===== config.mk =====
export PLATFORM = sky130hd
export DESIGN_NAME = fdc_top
export DESIGN_NICKNAME = d
export VERILOG_FILES = /design/src/source/fdc_pkg.sv /design/src/source/fdc_cmd_if.sv /design/src/source/fdc_ms_tick.sv /design/src/source/fdc_registers.sv /design/src/source/fdc_sector_cmd.sv /design/src/source/fdc_top.sv
export SDC_FILE = /design/constraint.sdc
export NUM_CORES = 1
export LEC_CHECK = 0
export BUFFER_PORTS_ARGS = -buffer_cell sky130_fd_sc_hd__buf_4
export CORE_ASPECT_RATIO = 1.5
export CORE_MARGIN = 4
export CORE_UTILIZATION = 60
export DETAILED_ROUTE_END_ITERATION = 10
export PLACE_DENSITY = 0.83
export REMOVE_ABC_BUFFERS = 1
export SYNTH_ARGS = -nofsm -noshare
export SYNTH_HDL_FRONTEND = slang
export SYNTH_SLANG_ARGS = --single-unit

===== constraint.sdc =====
create_clock -name clk -period 3 [get_ports clk]
set_clock_uncertainty 0.1 [all_clocks]
set_input_delay 0.3 -clock clk [delete_from_list [all_inputs] [get_ports clk]]
set_output_delay 0.3 -clock clk [all_outputs]
set_load 0.05 [all_outputs]

===== src/source/fdc_pkg.sv =====
////////////////////////////////////////////////////////////
// FDC shared definitions
// Command class codes, the command word with its sector
// and force-interrupt views, status bit positions, register
// addresses and the sequencer timing limits
////////////////////////////////////////////////////////////

package fdc_pkg;

	// Top two bits of a read-sector or write-sector command
	localparam logic [1:0] CLASS_SECTOR = 2'b10;
	// Top four bits of a force-interrupt command
	localparam logic [3:0] CLASS_FORCE_INT = 4'b1101;

	// The same command byte read as a type II command or as a force interrupt
	typedef union packed {
		struct packed {
			logic [1:0] cmd_class;
			logic       write;
			logic       multiple;
			logic       side;
			logic       delay_15ms;
			// On side-select parts this bit is the SSO output value instead
			logic       side_compare;
			logic       spare;
		} sec;
		struct packed {
			logic [3:0] cmd_class;
			logic [3:0] cond;
		} fint;
	} cmd_word_t;

	// Status register bit positions
	localparam int STAT_BUSY        = 0;
	localparam int STAT_DRQ         = 1;
	localparam int STAT_LOST_DATA   = 2;
	localparam int STAT_CRC         = 3;
	localparam int STAT_RNF         = 4;
	localparam int STAT_RECORD_TYPE = 5;
	localparam int STAT_WPROT       = 6;
	localparam int STAT_NOT_READY   = 7;

	// Head settle time in millisecond ticks
	localparam int SETTLE_MS   = 15;
	// Index pulses seen in search before the record is given up
	localparam int INDEX_LIMIT = 5;

	// Host register map
	localparam logic [1:0] ADDR_CMD_STATUS = 2'd0;
	localparam logic [1:0] ADDR_TRACK      = 2'd1;
	localparam logic [1:0] ADDR_SECTOR     = 2'd2;
	localparam logic [1:0] ADDR_DATA       = 2'd3;

endpackage


===== src/source/fdc_cmd_if.sv =====
////////////////////////////////////////////////////////////
// FDC command interface
// Links the host register file with the sector sequencer
////////////////////////////////////////////////////////////

`timescale 1ns/1ps

interface fdc_cmd_if
	import fdc_pkg::*;
();
	// Register file side
	cmd_word_t  command;
	logic [7:0] track;
	logic [7:0] sector;
	logic       start;
	logic       abort;

	// Sequencer side
	logic [7:0] sector_next;
	logic       sector_load;
	logic       done;
	logic       busy;
	logic       drq;
	logic       not_ready;
	logic       wprot;
	logic       rnf;

	modport regs (
		output command, track, sector, start, abort,
		input  sector_next, sector_load, done, busy, drq, not_ready, wprot, rnf
	);

	modport seq (
		input  command, track, sector, start, abort,
		output sector_next, sector_load, done, busy, drq, not_ready, wprot, rnf
	);

endinterface


===== src/source/fdc_ms_tick.sv =====
////////////////////////////////////////////////////////////
// Millisecond timebase
// Divides the system clock down to a single-cycle enable
// once per millisecond for the head settle wait
////////////////////////////////////////////////////////////

`timescale 1ns/1ps

module fdc_ms_tick #(
	parameter int CLKS_PER_MS = 8000
) (
	input  logic clk,
	input  logic reset,
	output logic tick
);

	// At least one bit even for a divide by one
	localparam int CNT_W = (CLKS_PER_MS > 1) ? $clog2(CLKS_PER_MS) : 1;

	logic [CNT_W-1:0] count;

	always_ff @(posedge clk) begin
		if (reset) begin
			count <= '0;
			tick  <= 1'b0;
		end else if (count == CNT_W'(CLKS_PER_MS - 1)) begin
			// Wrap and flag the end of this millisecond
			count <= '0;
			tick  <= 1'b1;
		end else begin
			count <= count + 1'b1;
			tick  <= 1'b0;
		end
	end

endmodule


===== src/source/fdc_registers.sv =====
////////////////////////////////////////////////////////////
// FDC host register file
// Command, track, sector and data registers with command
// decode, force interrupt, status readback and the INTRQ
// latch
////////////////////////////////////////////////////////////

`timescale 1ns/1ps

module fdc_registers
	import fdc_pkg::*;
(
	input  logic       clk,
	input  logic       reset,
	input  logic [1:0] addr,
	input  logic [7:0] wdata,
	input  logic       wr,
	input  logic       rd,
	output logic [7:0] rdata,
	output logic       intrq,
	fdc_cmd_if.regs    seq
);

	cmd_word_t  wr_word;
	logic       cmd_wr;
	logic       is_sector;
	logic       is_force_int;
	logic [7:0] data;
	logic [7:0] status;

	// The written byte is looked at through both views of the command word
	assign wr_word      = wdata;
	assign cmd_wr       = wr && (addr == ADDR_CMD_STATUS);
	assign is_sector    = (wr_word.sec.cmd_class == CLASS_SECTOR);
	assign is_force_int = (wr_word.fint.cmd_class == CLASS_FORCE_INT);

	always_ff @(posedge clk) begin
		if (reset) begin
			seq.command <= '0;
			seq.track   <= '0;
			seq.sector  <= '0;
			seq.start   <= 1'b0;
			seq.abort   <= 1'b0;
			data        <= '0;
			intrq       <= 1'b0;
		end else begin
			// A sector command is dropped while the sequencer is still busy
			seq.start <= cmd_wr && is_sector && !seq.busy;
			// Force interrupt is taken in any state
			seq.abort <= cmd_wr && is_force_int;
			if (cmd_wr && (is_force_int || !seq.busy))
				seq.command <= wr_word;
			if (wr && (addr == ADDR_TRACK))
				seq.track <= wdata;
			if (wr && (addr == ADDR_SECTOR))
				seq.sector <= wdata;
			// Multiple-sector advance from the sequencer wins over a host write
			if (seq.sector_load)
				seq.sector <= seq.sector_next;
			if (wr && (addr == ADDR_DATA))
				data <= wdata;
			// A new event beats a status read in the same cycle
			if (seq.done || seq.abort)
				intrq <= 1'b1;
			else if (rd && (addr == ADDR_CMD_STATUS))
				intrq <= 1'b0;
		end
	end

	// Status byte as seen by a type II command
	always_comb begin
		status                   = '0;
		status[STAT_BUSY]        = seq.busy;
		status[STAT_DRQ]         = seq.drq;
		// No data path, so data is never lost and no CRC is checked
		status[STAT_LOST_DATA]   = 1'b0;
		status[STAT_CRC]         = 1'b0;
		status[STAT_RNF]         = seq.rnf;
		// Deleted data marks are not modelled
		status[STAT_RECORD_TYPE] = 1'b0;
		status[STAT_WPROT]       = seq.wprot;
		status[STAT_NOT_READY]   = seq.not_ready;
	end

	always_comb begin
		case (addr)
			ADDR_CMD_STATUS: rdata = status;
			ADDR_TRACK:      rdata = seq.track;
			ADDR_SECTOR:     rdata = seq.sector;
			default:         rdata = data;
		endcase
	end

endmodule


===== src/source/fdc_sector_cmd.sv =====
////////////////////////////////////////////////////////////
// FDC sector command sequencer
// Runs read-sector and write-sector commands: ready check,
// head load and settle, write protect check, ID search with
// index timeout, DRQ window and multiple-sector advance
////////////////////////////////////////////////////////////

`timescale 1ns/1ps

module fdc_sector_cmd
	import fdc_pkg::*;
#(
	parameter bit HAS_SIDE_SELECT = 0
) (
	input  logic       clk,
	input  logic       reset,
	input  logic       tick,
	input  logic       index_n,
	input  logic       ready_n,
	input  logic       wprot_n,
	input  logic [7:0] id_track,
	input  logic       id_side,
	input  logic [7:0] id_sector,
	input  logic       id_valid,
	output logic       hld,
	output logic       sso,
	fdc_cmd_if.seq     cmd
);

	localparam int WAIT_W  = $clog2(SETTLE_MS + 1);
	localparam int INDEX_W = $clog2(INDEX_LIMIT + 1);

	localparam logic [2:0] ST_IDLE     = 3'd0;
	localparam logic [2:0] ST_PREPARE  = 3'd1;
	localparam logic [2:0] ST_SETTLE   = 3'd2;
	localparam logic [2:0] ST_SEARCH   = 3'd3;
	localparam logic [2:0] ST_TRANSFER = 3'd4;

	logic [2:0]         state;
	logic [WAIT_W-1:0]  wait_count;
	logic [INDEX_W-1:0] index_count;
	logic               index_last;
	logic               index_fall;
	logic               side_ok;
	logic               id_match;

	assign index_fall = index_last && !index_n;

	// Side-select parts drive the side and never compare it
	assign side_ok = HAS_SIDE_SELECT || !cmd.command.sec.side_compare ||
		(id_side == cmd.command.sec.side);

	// The sector register is one cycle late after an advance, so that cycle is skipped
	assign id_match = id_valid && !cmd.sector_load && side_ok &&
		(id_track == cmd.track) && (id_sector == cmd.sector);

	assign cmd.busy = (state != ST_IDLE);

	always_ff @(posedge clk) begin
		if (reset) begin
			state           <= ST_IDLE;
			cmd.drq         <= 1'b0;
			cmd.done        <= 1'b0;
			cmd.sector_load <= 1'b0;
			cmd.not_ready   <= 1'b0;
			cmd.wprot       <= 1'b0;
			cmd.rnf         <= 1'b0;
			hld             <= 1'b0;
			sso             <= 1'b0;
			index_last      <= 1'b1;
		end else begin
			cmd.done        <= 1'b0;
			cmd.sector_load <= 1'b0;
			index_last      <= index_n;
			if (cmd.abort) begin
				// Force interrupt drops the command without a done strobe
				state   <= ST_IDLE;
				cmd.drq <= 1'b0;
				hld     <= 1'b0;
			end else begin
				case (state)
					ST_IDLE: begin
						if (cmd.start) begin
							cmd.not_ready <= 1'b0;
							cmd.wprot     <= 1'b0;
							cmd.rnf       <= 1'b0;
							state         <= ST_PREPARE;
						end
					end
					ST_PREPARE: begin
						if (ready_n) begin
							cmd.not_ready <= 1'b1;
							cmd.done      <= 1'b1;
							state         <= ST_IDLE;
						end else begin
							hld <= 1'b1;
							if (HAS_SIDE_SELECT)
								sso <= cmd.command.sec.side_compare;
							// Settle counts whole ticks, so it runs short by under 1 ms
							wait_count <= cmd.command.sec.delay_15ms ? WAIT_W'(SETTLE_MS) : '0;
							state      <= ST_SETTLE;
						end
					end
					ST_SETTLE: begin
						if (wait_count != '0) begin
							if (tick)
								wait_count <= wait_count - 1'b1;
						end else if (cmd.command.sec.write && !wprot_n) begin
							cmd.wprot <= 1'b1;
							cmd.done  <= 1'b1;
							hld       <= 1'b0;
							state     <= ST_IDLE;
						end else begin
							index_count <= '0;
							state       <= ST_SEARCH;
						end
					end
					ST_SEARCH: begin
						if (index_fall)
							index_count <= index_count + 1'b1;
						// Timeout is checked before a match, as on the real part
						if (index_count == INDEX_W'(INDEX_LIMIT)) begin
							cmd.rnf  <= 1'b1;
							cmd.done <= 1'b1;
							hld      <= 1'b0;
							state    <= ST_IDLE;
						end else if (id_match) begin
							state <= ST_TRANSFER;
						end
					end
					ST_TRANSFER: begin
						// DRQ only marks where the data field would flow
						if (id_valid) begin
							cmd.drq <= 1'b1;
						end else begin
							cmd.drq <= 1'b0;
							if (cmd.command.sec.multiple) begin
								cmd.sector_next <= cmd.sector + 1'b1;
								cmd.sector_load <= 1'b1;
								index_count     <= '0;
								state           <= ST_SEARCH;
							end else begin
								cmd.done <= 1'b1;
								hld      <= 1'b0;
								state    <= ST_IDLE;
							end
						end
					end
					default: state <= ST_IDLE;
				endcase
			end
		end
	end

endmodule


===== src/source/fdc_top.sv =====
////////////////////////////////////////////////////////////
// FDC sector command subsystem
// Millisecond timebase, host register file and sector
// sequencer behind plain host and drive ports
////////////////////////////////////////////////////////////

`timescale 1ns/1ps

module fdc_top #(
	parameter int CLKS_PER_MS     = 8000,
	parameter bit HAS_SIDE_SELECT = 0
) (
	input  logic       clk,
	input  logic       reset,
	// Host bus
	input  logic [1:0] addr,
	input  logic [7:0] wdata,
	input  logic       wr,
	input  logic       rd,
	output logic [7:0] rdata,
	output logic       intrq,
	output logic       drq,
	// Drive side with the ID fields already decoded
	input  logic       index_n,
	input  logic       ready_n,
	input  logic       wprot_n,
	input  logic [7:0] id_track,
	input  logic       id_side,
	input  logic [7:0] id_sector,
	input  logic       id_valid,
	output logic       hld,
	output logic       sso
);

	logic tick;

	fdc_cmd_if cmd_if ();

	fdc_ms_tick #(
		.CLKS_PER_MS(CLKS_PER_MS)
	) i_ms_tick (
		.clk  (clk),
		.reset(reset),
		.tick (tick)
	);

	fdc_registers i_registers (
		.clk  (clk),
		.reset(reset),
		.addr (addr),
		.wdata(wdata),
		.wr   (wr),
		.rd   (rd),
		.rdata(rdata),
		.intrq(intrq),
		.seq  (cmd_if.regs)
	);

	fdc_sector_cmd #(
		.HAS_SIDE_SELECT(HAS_SIDE_SELECT)
	) i_sector_cmd (
		.clk      (clk),
		.reset    (reset),
		.tick     (tick),
		.index_n  (index_n),
		.ready_n  (ready_n),
		.wprot_n  (wprot_n),
		.id_track (id_track),
		.id_side  (id_side),
		.id_sector(id_sector),
		.id_valid (id_valid),
		.hld      (hld),
		.sso      (sso),
		.cmd      (cmd_if.seq)
	);

	// DRQ also goes to the host pin, not just the status byte
	assign drq = cmd_if.drq;

endmodule


# Word-level counts from Yosys, hierarchy flattened
# Cells that the tools add are included.
[totals]
word_cells = 153
out_inout_bits = 12
input_bits = 35
register_bits = 73
[op_classes]
muxes = 50
eq_ne = 28
reduce_logical = 46
addsub = 4
bitwise_logic = 4
[op_table]
columns = ["op", "n"]
rows = [
  ["two-way mux 3 bit", 10],
  ["one-hot mux 8 bit (3 select lines)", 1],
  ["two-way mux 1 bit", 22],
  ["!= test 2 bit, second input constant", 9],
  ["== test 8 bit", 2],
  ["two-way mux 4 bit", 4],
  ["two-way mux 8 bit", 2],
  ["logical AND 1 bit", 15],
  ["one-hot mux 3 bit (5 select lines)", 1],
  ["adder 13 x 1 -> 13 bit, second input constant", 1],
  ["== test 13 bit, second input constant", 1],
  ["AND reduction 4 bit", 3],
  ["nonzero test 2 bit", 6],
  ["AND reduction 5 bit", 2],
  ["one-hot mux 3 bit (3 select lines)", 1],
  ["adder 8 x 1 -> 8 bit, second input constant", 1],
  ["!= test 2 x 1 -> 1 bit, second input constant", 4],
  ["one-hot mux 1 bit (4 select lines)", 2],
  ["one-hot mux 4 bit (2 select lines)", 1],
  ["AND reduction 8 bit", 1],
  ["nonzero test 4 bit", 2],
  ["AND reduction 7 bit", 1],
  ["== test 2 bit, second input constant", 3],
  ["== test 3 x 2 -> 1 bit, second input constant", 2],
  ["19 further kinds", 35],
]

# Logic depth before layout (Yosys ltp)
# Gate-level depths: netlist of the first run.
[logic_depth]
depth_word = 8
ltp_mapped = 7
depth_no_buf = 7

# Modules after synthesis
# A second synthesis of the first run with hierarchy kept.
[hier_totals]
cells_unflattened = 378
hier_area_um2 = 3756.1
[by_module_without_submodules]
columns = ["module", "seq_area_each_um2", "cells_per_inst", "area_each_um2", "n_inst"]
rows = [
  ["fdc_sector_cmd", 670.6, 159, 1592.8, 1],
  ["fdc_registers", 700.7, 152, 1542.7, 1],
  ["fdc_ms_tick", 280.3, 67, 620.6, 1],
]

# Worst setup path after synthesis of the first run
# OpenSTA, ideal clock, no wires.
[synth_path]
path_kind = "flip-flop to flip-flop"
start = "register i_sector_cmd.wait_count[0]"
end = "register i_sector_cmd.index_count[0] (enable)"
setup_ps = 383
n_path_buf = 0
t_required_ps = 2517
path_slack_ps = 927
path_stages_with_launch = 6
arrival_time_ps = 1590
synth_period_minus_slack_ps = 2073
path_cell_list = "edfxtp_1 > inv_1 > ha_1 > nor3b_4 > o41ai_2 > a2111oi_0"
[synth_between]
elab_chain_cells = 3
[synth_rtl]
columns = ["element", "line", "rtl"]
rows = [
  ["from (decl)", "fdc_sector_cmd.sv:40", "logic [WAIT_W-1:0] wait_count;"],
  ["from (signal assigned)", "fdc_sector_cmd.sv:100", "wait_count <= cmd.command.sec.delay_15ms ? WAIT_W'(SETTLE_MS) : '0;"],
  ["from (signal assigned)", "fdc_sector_cmd.sv:107", "wait_count <= wait_count - 1'b1;"],
  ["nonzero test 4 bit", "fdc_sector_cmd.sv:105", "if (wait_count != '0) begin"],
  ["!= test 2 bit (no line)", "--", ""],
  ["AND reduction 8 bit (no line)", "--", ""],
  ["to (signal assigned)", "fdc_sector_cmd.sv:120", "index_count <= index_count + 1'b1;"],
  ["to (decl)", "fdc_sector_cmd.sv:41", "logic [INDEX_W-1:0] index_count;"],
]
# No other way between the ends.
# A chain may end at the register's enable or synchronous reset.

# Worst setup path in the final report of the first run
[layout_path]
start = "register i_sector_cmd.state[0]"
end = "output rdata[0]"
[layout_between]
elab_chain_cells = 2
[layout_rtl]
columns = ["element", "line", "rtl"]
rows = [
  ["from (decl)", "fdc_sector_cmd.sv:39", "logic [2:0] state;"],
  ["from (signal assigned)", "fdc_sector_cmd.sv:61", "state <= ST_IDLE;"],
  ["from (signal assigned)", "fdc_sector_cmd.sv:77", "state <= ST_IDLE;"],
  ["from (signal assigned)", "fdc_sector_cmd.sv:87", "state <= ST_PREPARE;"],
  ["nonzero test 3 bit", "fdc_sector_cmd.sv:57", "assign cmd.busy = (state != ST_IDLE);"],
  ["one-hot mux 8 bit (3 select lines)", "fdc_registers.sv:86", "case (addr)"],
  ["to (decl)", "fdc_top.sv:20", "output logic [7:0] rdata,"],
]
# No other way between the ends.

==> qor.yml, run 1 <==
outcome:
  status: "finished, final reports clean"
global_route:
  overflow: 0
  grt_pass1_wl_um: 13000
  first_global_vias: 2752
  gr-usage-all-layers_pct: 22.9
  grt_max_degree: 40
  antenna_found_initial: 0
hold_path:
  min_path_cells: 2
  min-delay-path-class: "primary input to flip-flop"
  min_from: "index_n"
cts:
  root_buffer: "clkbuf_8"
  cts_tree: "done"
  clockBufferDepth: 2
  path_clk_slew_ns: 0.07
  cts_hold_repair.buffers: 0
  cts_htree_levels: 3
  post_cts_buffers: 0
  cts_buffers: 9
  cts_resized: 0
  clk_latency_ns: 0.34
  cts_sinks: 72
die:
  dieArea_um2: 7390
  dieHeight_um: 103
  coreArea_um2: 5830
  rows: 34
  start_util_pct: 62.3
  die_width_um: 71.5
  ios: 47
routing:
  dr.pass1.iters: 4
  drc: 0
  wirelength_um: 8040
  detail-route-antenna-nets: 0
  vias_per_cell: 5.74
  vias: 2818
  wire_per_inst_um: 16.4
  drt_iter0_drc: 225
worst_setup_path:
  start_kind: "flip-flop"
  rr_worst_depth: 5
  worstPathArrival_ns: 2.03
  crit_type: "flip-flop to output pin"
  startpoint: "i_sector_cmd.state[0]"
  timing.rr.start: "i_sector_cmd.state[2]"
  end_kind: "output pin"
  required_ns: 2.60
  cp_max_fo: 18
sta:
  max_freq_mhz: 412
  tns_ns: 0
  post-route-period-util_pct: 80.9
  slew_violations: 0
  relSlewSlack_pct: 60.3
  final-hold-violation-count: 0
  tightest_slew_ns: 0.594
  rsz0062_at_grt: "no"
  finalSetupViolCount: 0
  period_needed_ns: 2.43
placement:
  io_buffers: 45
  dp.cells: 475
  dp_hpwl_um: 6090
  gp_congestion: 0.850
  dpl-instance-area_um2: 3990
pwr:
  pwr_density_cell_nw_per_um2: 466
  vdd_drop_max_uv: 481
  p_total_w: 0.00195
  p_leak_nw: 1.72
synth:
  syn_inst: 373
  ys.flop_type: "dfxtp_1"
  synth_cell_type_count: 49
  ys_warn_count: 0
  synth_area_leader_cell: "dfxtp_1"
  ys_seq_area_share_pct: 43.8
  async_flop_share_pct: 0
  ys_ff_latch: 72
  synth_edf_count: 15
  synth.most_common_cell: "nor2_1"
  ys_top_cells_by_area: "dfxtp_1 (31%), edfxtp_1 (12%), mux2i_1 (7.7%), nor2_1 (6.5%), xor2_1 (5.8%)"
  synth_top_area_share_pct: 31.4
  syn-cell-area_um2: 3630
  synth.avg_cell_area_um2: 9.74
  synth_common_cells: "nor2_1 (63), dfxtp_1 (57), mux2i_1 (28)"
cells_and_area:
  fin_area_um2: 4180
  fin_cells: 491
  fill_cells: 442
  drive_above_1_share_pct: 20.8
  nets: 454
  antenna_cells: 0
  syn2layout_area_growth_pct: 15.0
flow_run:
  max-cap-violations: 0
==> critical path, stage by stage (launching register included) <==
cell	delay, ns
dfxtp_1	0.49
or3_4	0.51
mux4_2	0.48
buf_4	0.21
==> layout by cell type, fill, tap and decap left out, types with 2 or more instances in the layout <==
cell type and count:
ha_1 5, o21ai_0 5, and4_1 2, nor3_1 16, clkbuf_1 3, nand2b_1 5
inv_1 10, o21a_1 3, nand3b_1 3, or2_2 3, mux4_2 5, clkbuf_8 13
nor4_1 7, edfxtp_1 15, mux2_2 11, a21oi_1 16, buf_4 47, nand2_1 20
nor2_1 63, xnor2_1 13, mux2i_1 28, a211oi_1 2, a31oi_1 2, a22o_1 3
o41ai_2 2, xor2_1 24, nor2b_1 3, nand3_1 14, dfxtp_1 57
==> sequential cells by signal (all words and copies together), names as in the netlist, 3 cells and up <==
signal	count
i_sector_cmd.cmd.sector_next	8
i_registers.data	8
i_sector_cmd.index_count	3
i_registers.seq.sector	8
i_sector_cmd.wait_count	4
i_ms_tick.count	13
i_registers.seq.command	5
i_sector_cmd.state	3
i_registers.seq.track	8
==> report_power, final <==
group	leakage (nW)	total [W]	internal (W)	switching, W
registers	0.609	0.00102	0.00100	0.0000201
logic	1.02	0.000189	0.0000852	0.000104
clock network	0.0970	0.000734	0.000393	0.000341
==> stage by stage <==
step	worst slack (ns)	util (%)	hold WS [ns]
floorplan	0.905	-	0.269
global placement	0.968	68.4	0.327
detailed placement	0.876	68.4	0.355
CTS	0.583	71.7	0.0529
global route	0.516	71.7	0.0497
finish	0.574	71.7	0.0611
==> cell type report <==
| type | instances | area (um2) | area share (%) |
|---|---|---|---|
| Sequential cell | 72 | 1590 | 38.1 |
| Tap cell | 72 | 90.1 | 2.16 |
| Timing Repair Buffer | 47 | 353 | 8.45 |
| Clock buffer | 16 | 190 | 4.55 |
| Inverter | 10 | 37.5 | 0.898 |
| Multi-Input combinational cell | 274 | 1920 | 45.9 |
==> worst paths after layout <==
kind | to | slack, ns
worst max-delay path | rdata[0] | 0.57
worst min-delay path | i_sector_cmd.index_last | 0.06
worst max register to register | i_sector_cmd.index_count[0] | 0.80
worst min register to register | i_registers.intrq | 0.37
==> kinds of logic (layout without fill, tap and decap cells) <==
logic type	count (synthesis)	after routing	share of synthesized area, %
muxes	44	44	14.2
adders and majority gates	5	5	1.72
other	1	1	0.103
DFF	72	72	43.8
xor gates and xnor gates	37	37	8.92
buffers and inverters	27	73	3.44
AOI/OAI and AO/OA	39	39	7.51
and+or+nand+nor	148	148	20.3
==> routing by layer <==
metal	GRT usage (%)	vias up	wire length (um)
met2	39.5	83	4120
met3	4.93	18	389
met5	0	-	0
met1	27.2	1330	3320
met4	10.4	0	209
li1	-	1387	-
Note: power is estimated with default switching activity, not from simulation.
==> run 2, diff against run 1 <==
Settings changed: ABC_AREA set to 1, CORE_UTILIZATION 60 to 58, PLACE_DENSITY 0.83 to 0.81.
Clock period 3 ns to 2.4 ns, I/O delays scaled along.
==> run 2 against run 1 <==
  * Sequential share of layout area decreased by 1.3 points
  * Critical endpoint is now i_sector_cmd.index_count[1]
  * Power increased by 57%
  * Sequential power increased by 35%
  * Hold slack got worse by 0.023 ns
  * Sequential cell count unchanged
  * Non-clock buffer count increased by 2
  * Wire length increased by 22%
  * Largest power group unchanged
  * Setup slack got worse by 0.16 ns
  * Register-to-register slack got worse by 0.38 ns
  * Clock power increased by 22%
  * Final cell count increased by 32%
==> qor.yml, run 2 <==
worst_setup_path:
  crit_slowest_cell: "edfxtp_1"
  r2r-end: "i_sector_cmd.index_count[1]"
  required_ns: 2.30
  cp_cell_sequence: "inv_1, ha_1, inv_1, nor2_1, nand2_1, nand2_2, o2111ai_1, nor3_1"
  worst-r2r-setup-slack_ns: 0.42
  cp_max_fo: 4
  timing.rr.start: "i_sector_cmd.wait_count[0]"
  max_stage_delay_ns: 0.44
  crit_type: "flip-flop to flip-flop"
  rr_worst_depth: 8
  crit_path_frequent_cell: "inv_1"
  end_kind: "flip-flop"
  worstPathArrival_ns: 1.89
  start_kind: "flip-flop"
  startpoint: "i_sector_cmd.wait_count[0]"
  endpoint: "i_sector_cmd.index_count[1]"
synth:
  synth_top_area_share_pct: 30.7
  synth_area_leader_cell: "dfxtp_1"
  synth_cell_type_count: 38
  ys.flop_type: "dfxtp_1"
  syn-cell-area_um2: 3720
  ys_seq_area_share_pct: 42.8
  async_flop_share_pct: 0
  ys_ff_latch: 72
  synth_common_cells: "nand2_1 (118), inv_1 (73), dfxtp_1 (57)"
  synth.avg_cell_area_um2: 7.19
  syn_inst: 517
  ys_top_cells_by_area: "dfxtp_1 (31%), edfxtp_1 (12%), nand2_1 (12%), inv_1 (7.4%), a21oi_1 (5.9%)"
  synth.most_common_cell: "nand2_1"
  synth_edf_count: 15
  ys_warn_count: 0
cts:
  root_buffer: "clkbuf_8"
  cts_sinks: 72
  clockBufferDepth: 2
  cts_buffers: 9
  cts_htree_levels: 3
  cts_resized: 0
  cts_tree: "done"
  clk_latency_ns: 0.35
  path_clk_slew_ns: 0.07
die:
  start_util_pct: 60.2
  dieArea_um2: 7780
  dieHeight_um: 106
  die_width_um: 73.4
  coreArea_um2: 6170
  rows: 35
  ios: 47
placement:
  dp_hpwl_um: 7740
  gp_congestion: 0.930
  io_buffers: 45
  dpl-instance-area_um2: 4130
  dpl_worst_slack_ns: 0.430
flow_run:
  max-cap-violations: 0
cells_and_area:
  final_cell_mix: "nand2_1 (118), inv_1 (73), dfxtp_1 (57)"
  nets: 609
  final_common_cell: "nand2_1"
  antenna_cells: 0
  fin_area_um2: 4330
  syn2layout_area_growth_pct: 16.3
  largest_reg_flops: 13
  drive_above_1_share_pct: 17.1
  regMostFlops: "i_ms_tick.count"
routing:
  drt_iter0_drc: 306
  wire_per_inst_um: 15.1
  detail-route-antenna-nets: 0
  drc: 0
  vias: 3589
  vias_per_cell: 5.54
  dr.pass1.iters: 7
  wirelength_um: 9770
outcome:
  status: "finished, final reports clean"
global_route:
  first_global_vias: 3455
  gr-usage-all-layers_pct: 26.1
  grt_pass1_wl_um: 15500
  antenna_found_initial: 0
  overflow: 0
  grt_max_degree: 24
pwr:
  pwr_density_cell_nw_per_um2: 708
  p_seq_share_pct: 45.2
  combPwrFrac_pct: 25.6
  vdd_drop_max_uv: 583
  p_leak_nw: 1.86
  power.switching_w: 0.00105
  pwr-share-clk_pct: 29.2
  cell_internal_pwr_w: 0.00202
  p_sw_share_pct: 34.1
sta:
  final-hold-violation-count: 0
  period_needed_ns: 1.98
  slew_violations: 0
  max_freq_mhz: 505
  relSlewSlack_pct: 62.9
  rsz0062_at_grt: "no"
  finalSetupViolCount: 0
  setup_ws_ns: 0.418
  post-route-period-util_pct: 82.6
  tns_ns: 0
  tightest_slew_ns: 0.556
  hold-worst-slack_ns: 0.0378
hold_path:
  min_path_cells: 2
  min-delay-path-class: "primary input to flip-flop"
run 2: changes by cell type after synthesis, moves of 9 or more:
cell     previous run  this run
xor2_1             24         8
mux2i_1            28         0
inv_2               0         9
nand2_1            20       118
o21ai_0             5        35
xnor2_1            13         1
inv_1              10        73
a21oi_1            16        44
mux2_2             11         0
nor2_1             63        48
nand3_1            14        23
run 2: metal layers:
layer  up-vias  global-route usage, %  routed length, um
met1      1630                   29.2               3770
li1       1790                      -                  -
met3        42                   5.20                566
met4         0                   15.8                510
met2       127                   44.3               4930
met5         -                      0                  0
run 2: metrics by stage:
step | util, % | total power [W] | std cells
after floorplan | - | 0.00196 | 509
after global placement | 67.0 | 0.00218 | 631
after detailed placement | 67.0 | 0.00219 | 631
after CTS | 70.1 | 0.00306 | 648
after global routing | 70.1 | 0.00321 | 648
final | 70.1 | 0.00306 | 648
run 2: worst min path at each step:
stage          slack, ns               start                       to
2_1_floorplan       0.21               reset      i_registers.data[0]
3_3_place_gp        0.33  i_ms_tick.count[0]       i_ms_tick.count[0]
3_5_place_dp        0.34             index_n  i_sector_cmd.index_last
4_1_cts             0.03            wdata[6]    i_registers.seq.start
5_1_grt             0.03            wdata[6]    i_registers.seq.start
6_report            0.04            wdata[6]    i_registers.seq.start
run 2: layout make-up:
type	count	area (um2)
flip-flops and latches	72	1590
repair buffers	49	370
well taps	74	92.6
multi-input cells	354	1780
inverters	83	312
clock buffers	11	153
clock inverters	5	28.8
fillers	547	1850
run 2: kinds of logic (layout without fill, tap and decap cells):
group                    count (synthesis)  in the layout  synth area share (%)
other                                    1              1                 0.101
buffers and inverters                   91            148                  9.39
XOR/XNOR                                 9              9                  2.12
AND/OR/NAND/NOR                        235            235                  28.3
adder cells (fa/ha/maj)                  5              5                  1.68
flip-flops                              72             72                  42.8
AO/OA/AOI/OAI                          104            104                  15.6
run 2: power by group through the flow:
stage          Combinational (W)  Sequential, W  Clock [W]
6_report                0.000785        0.00138   0.000894
3_5_place_dp            0.000774        0.00141          0
2_1_floorplan           0.000547        0.00141          0
3_3_place_gp            0.000770        0.00141          0
5_1_grt                 0.000872        0.00139   0.000945
4_1_cts                 0.000780        0.00138   0.000895
run 2: critical path: cells and delay by family (launching register included):
family / cells / cell delay [ns]
simple gates: 4 / 0.71
flops: 1 / 0.44
fa+ha+maj: 1 / 0.16
buf+inv: 2 / 0.12
compound gates: 1 / 0.11
run 2: timing repair:
item / in CTS / in global routing
hold buffers: 1 / 0
hold endpoints to repair: 1 / 0
buffers inserted: 0 / 0
==> run 3, diff against run 2 <==
Settings changed: ABC_AREA 1 to 0, CORE_UTILIZATION 58 to 52, PLACE_DENSITY 0.81 to 0.77.
Clock period 2.4 ns to 1.8 ns, I/O delays scaled along.
==> run 3 against run 2 <==
  * The run now ends with setup timing left
  * Count of clock-buffer cells in the layout rose by 2
  * Global-route usage decreased by 4.2 points
  * First-iteration DRC count is 46% lower
  * Sequential power is 23% higher
  * Wire length is 8.7% lower
  * Hold slack worse by 0.019 ns
  * Final area is 5.6% higher
  * Sequential cell count stayed put
  * Register-to-register slack worse by 0.48 ns
  * Non-clock buffer count is 39 higher
  * Setup slack got worse by 0.67 ns
  * Combinational power is 54% lower
  * Largest power group unchanged
  * Highest routed layer unchanged
==> qor.yml, run 3 (same netlist as run 1, synthesis figures left out) <==
placement:
  dpl-instance-area_um2: 4210
  dp.cells: 508
  gp_congestion: 0.957
  dpl_worst_slack_ns: -0.155
  dp_hpwl_um: 6560
  io_buffers: 45
cells_and_area:
  syn2layout_area_growth_pct: 25.7
  fill_cells: 540
  regMostFlops: "i_ms_tick.count"
  fin_area_um2: 4570
  nets: 495
  final_common_cell: "buf_4"
  final_cell_mix: "buf_4 (79), nor2_1 (63), dfxtp_1 (54)"
  drive_above_1_share_pct: 28.3
  antenna_cells: 0
  fin_cells: 538
  largest_reg_flops: 13
global_route:
  antenna_found_initial: 0
  overflow: 0
  use_met2_pct: 38.6
  gr-usage-met1_pct: 23.8
  grt_max_degree: 39
  use_met3_pct: 5.04
  gr-usage-all-layers_pct: 21.9
  grt_busiest_layer: "met2"
  grt_pass1_wl_um: 14400
  first_global_vias: 3019
cts:
  cts_htree_levels: 3
  path_clk_slew_ns: 0.08
  cts_buffers: 9
  cts_tree: "done"
  root_buffer: "clkbuf_8"
  cts_sinks: 72
  clk_latency_ns: 0.35
  clockBufferDepth: 2
pwr:
  p_leak_nw: 1.93
  pwr-share-clk_pct: 36.0
  p_total_w: 0.00322
  combPwrFrac_pct: 11.2
  p_sw_share_pct: 24.8
  power.switching_w: 0.000800
  pwr_density_cell_nw_per_um2: 705
  p_seq_share_pct: 52.8
  vdd_drop_max_uv: 729
  cell_internal_pwr_w: 0.00242
routing:
  dr.pass1.iters: 4
  drt_iter0_drc: 166
  vias: 3031
  wirelength_um: 8920
  drc: 0
  wire_per_inst_um: 16.6
  vias_per_cell: 5.63
  detail-route-antenna-nets: 0
sta:
  final-hold-violation-count: 0
  tns_ns: -0.317
  max_freq_mhz: 488
  rsz0062_at_grt: "yes"
  post-route-period-util_pct: 114
  finalSetupViolCount: 3
  slew_violations: 0
  setup_ws_ns: -0.251
  period_needed_ns: 2.05
hold_path:
  min_from: "wdata[7]"
  min-delay-path-class: "primary input to flip-flop"
  whs_endpoint: "i_registers.seq.track[7]"
  min_path_cells: 3
worst_setup_path:
  required_ns: 1.52
  worst-r2r-setup-slack_ns: -0.06
  start_kind: "flip-flop"
  r2r-end: "i_sector_cmd.state[1]"
  rr_worst_depth: 8
  cp_max_fo: 2
  crit_buf_inv: 1
  worstPathArrival_ns: 1.77
  timing.rr.start: "i_sector_cmd.wait_count[0]"
  crit_type: "flip-flop to output pin"
  end_kind: "output pin"
  crit_family: "multiplexers"
  max_stage_delay_ns: 0.50
  crit_slowest_cell: "mux4_2"
  cp_cell_sequence: "or3_4, mux4_2, buf_8"
outcome:
  violations: "setup timing"
  status: "finished, violations left"
die:
  rows: 37
  dieArea_um2: 8410
  ios: 47
  start_util_pct: 53.0
  coreArea_um2: 6850
  dieHeight_um: 110
  die_width_um: 76.2
flow_run:
  max-cap-violations: 0
## run 3: changes by cell type in the layout (fill, tap and decap cells not counted), moves of 15 or more
| cell | delta |
|---|---|
| o21ai_0 | -30 |
| nor2_1 | +15 |
| inv_1 | -63 |
| buf_4 | +31 |
| xor2_1 | +16 |
| nand2_1 | -98 |
| a21oi_1 | -28 |
| mux2i_1 | +28 |
## run 3: timing repair
item	4_1_cts	5_1_grt
pin swaps	5	8
resized for setup	10	5
endpoints found under the hold margin	8	0
setup endpoints to repair	6	14
buffers inserted	4	3
hold buffers	7	0
## run 3: layout make-up
cell class              instances  area (um2)  share of cell area, %
well taps                      78        97.6                   2.14
clock buffers                  13         160                   3.51
repair buffers                 88         698                   15.3
clock inverters                 3        15.0                  0.329
inverters                      10        37.5                  0.822
multi-input cells             274        1960                   42.9
flip-flops and latches         72        1600                   35.0
## run 3: worst min-delay path, stage by stage
cell     delay, ns
buf_4         0.11
mux2i_1       0.06
nor2_1        0.08
## run 3: how the worst max path moves through the flow
stage,startpoint,end,cells past startpoint
2_1_floorplan,i_sector_cmd.state[2],i_sector_cmd.index_count[0],4
3_3_place_gp,i_sector_cmd.wait_count[0],i_sector_cmd.index_count[1],6
3_5_place_dp,i_sector_cmd.wait_count[0],i_sector_cmd.index_count[1],6
4_1_cts,i_sector_cmd.state[1],rdata[0],3
5_1_grt,i_sector_cmd.state[0],rdata[0],3
6_report,i_sector_cmd.state[0],rdata[0],3
## run 3: metrics by stage
step / hold WS (ns) / utilization [%]
final: 0.0188 / 66.7
after global routing: 0.0113 / 66.7
after CTS: 0.00942 / 65.9
after detailed placement: 0.284 / 61.5
after global placement: 0.283 / 61.5
after floorplan: 0.149 / -
## run 3: power groups by stage
stage	Sequential [W]	Clock [W]	Combinational, W
CTS	0.00170	0.00117	0.000358
floorplan	0.00173	0	0.000172
global placement	0.00174	0	0.000334
global route	0.00170	0.00125	0.000388
finish	0.00170	0.00116	0.000360
detailed placement	0.00174	0	0.000341
## run 3: per-layer routing
| layer | routed length [um] | share of wire [%] |
|---|---|---|
| met1 | 3470 | 39 |
| met2 | 4590 | 52 |
| met3 | 431 | 4.8 |
| met4 | 422 | 4.7 |
| met5 | 0 | 0 |
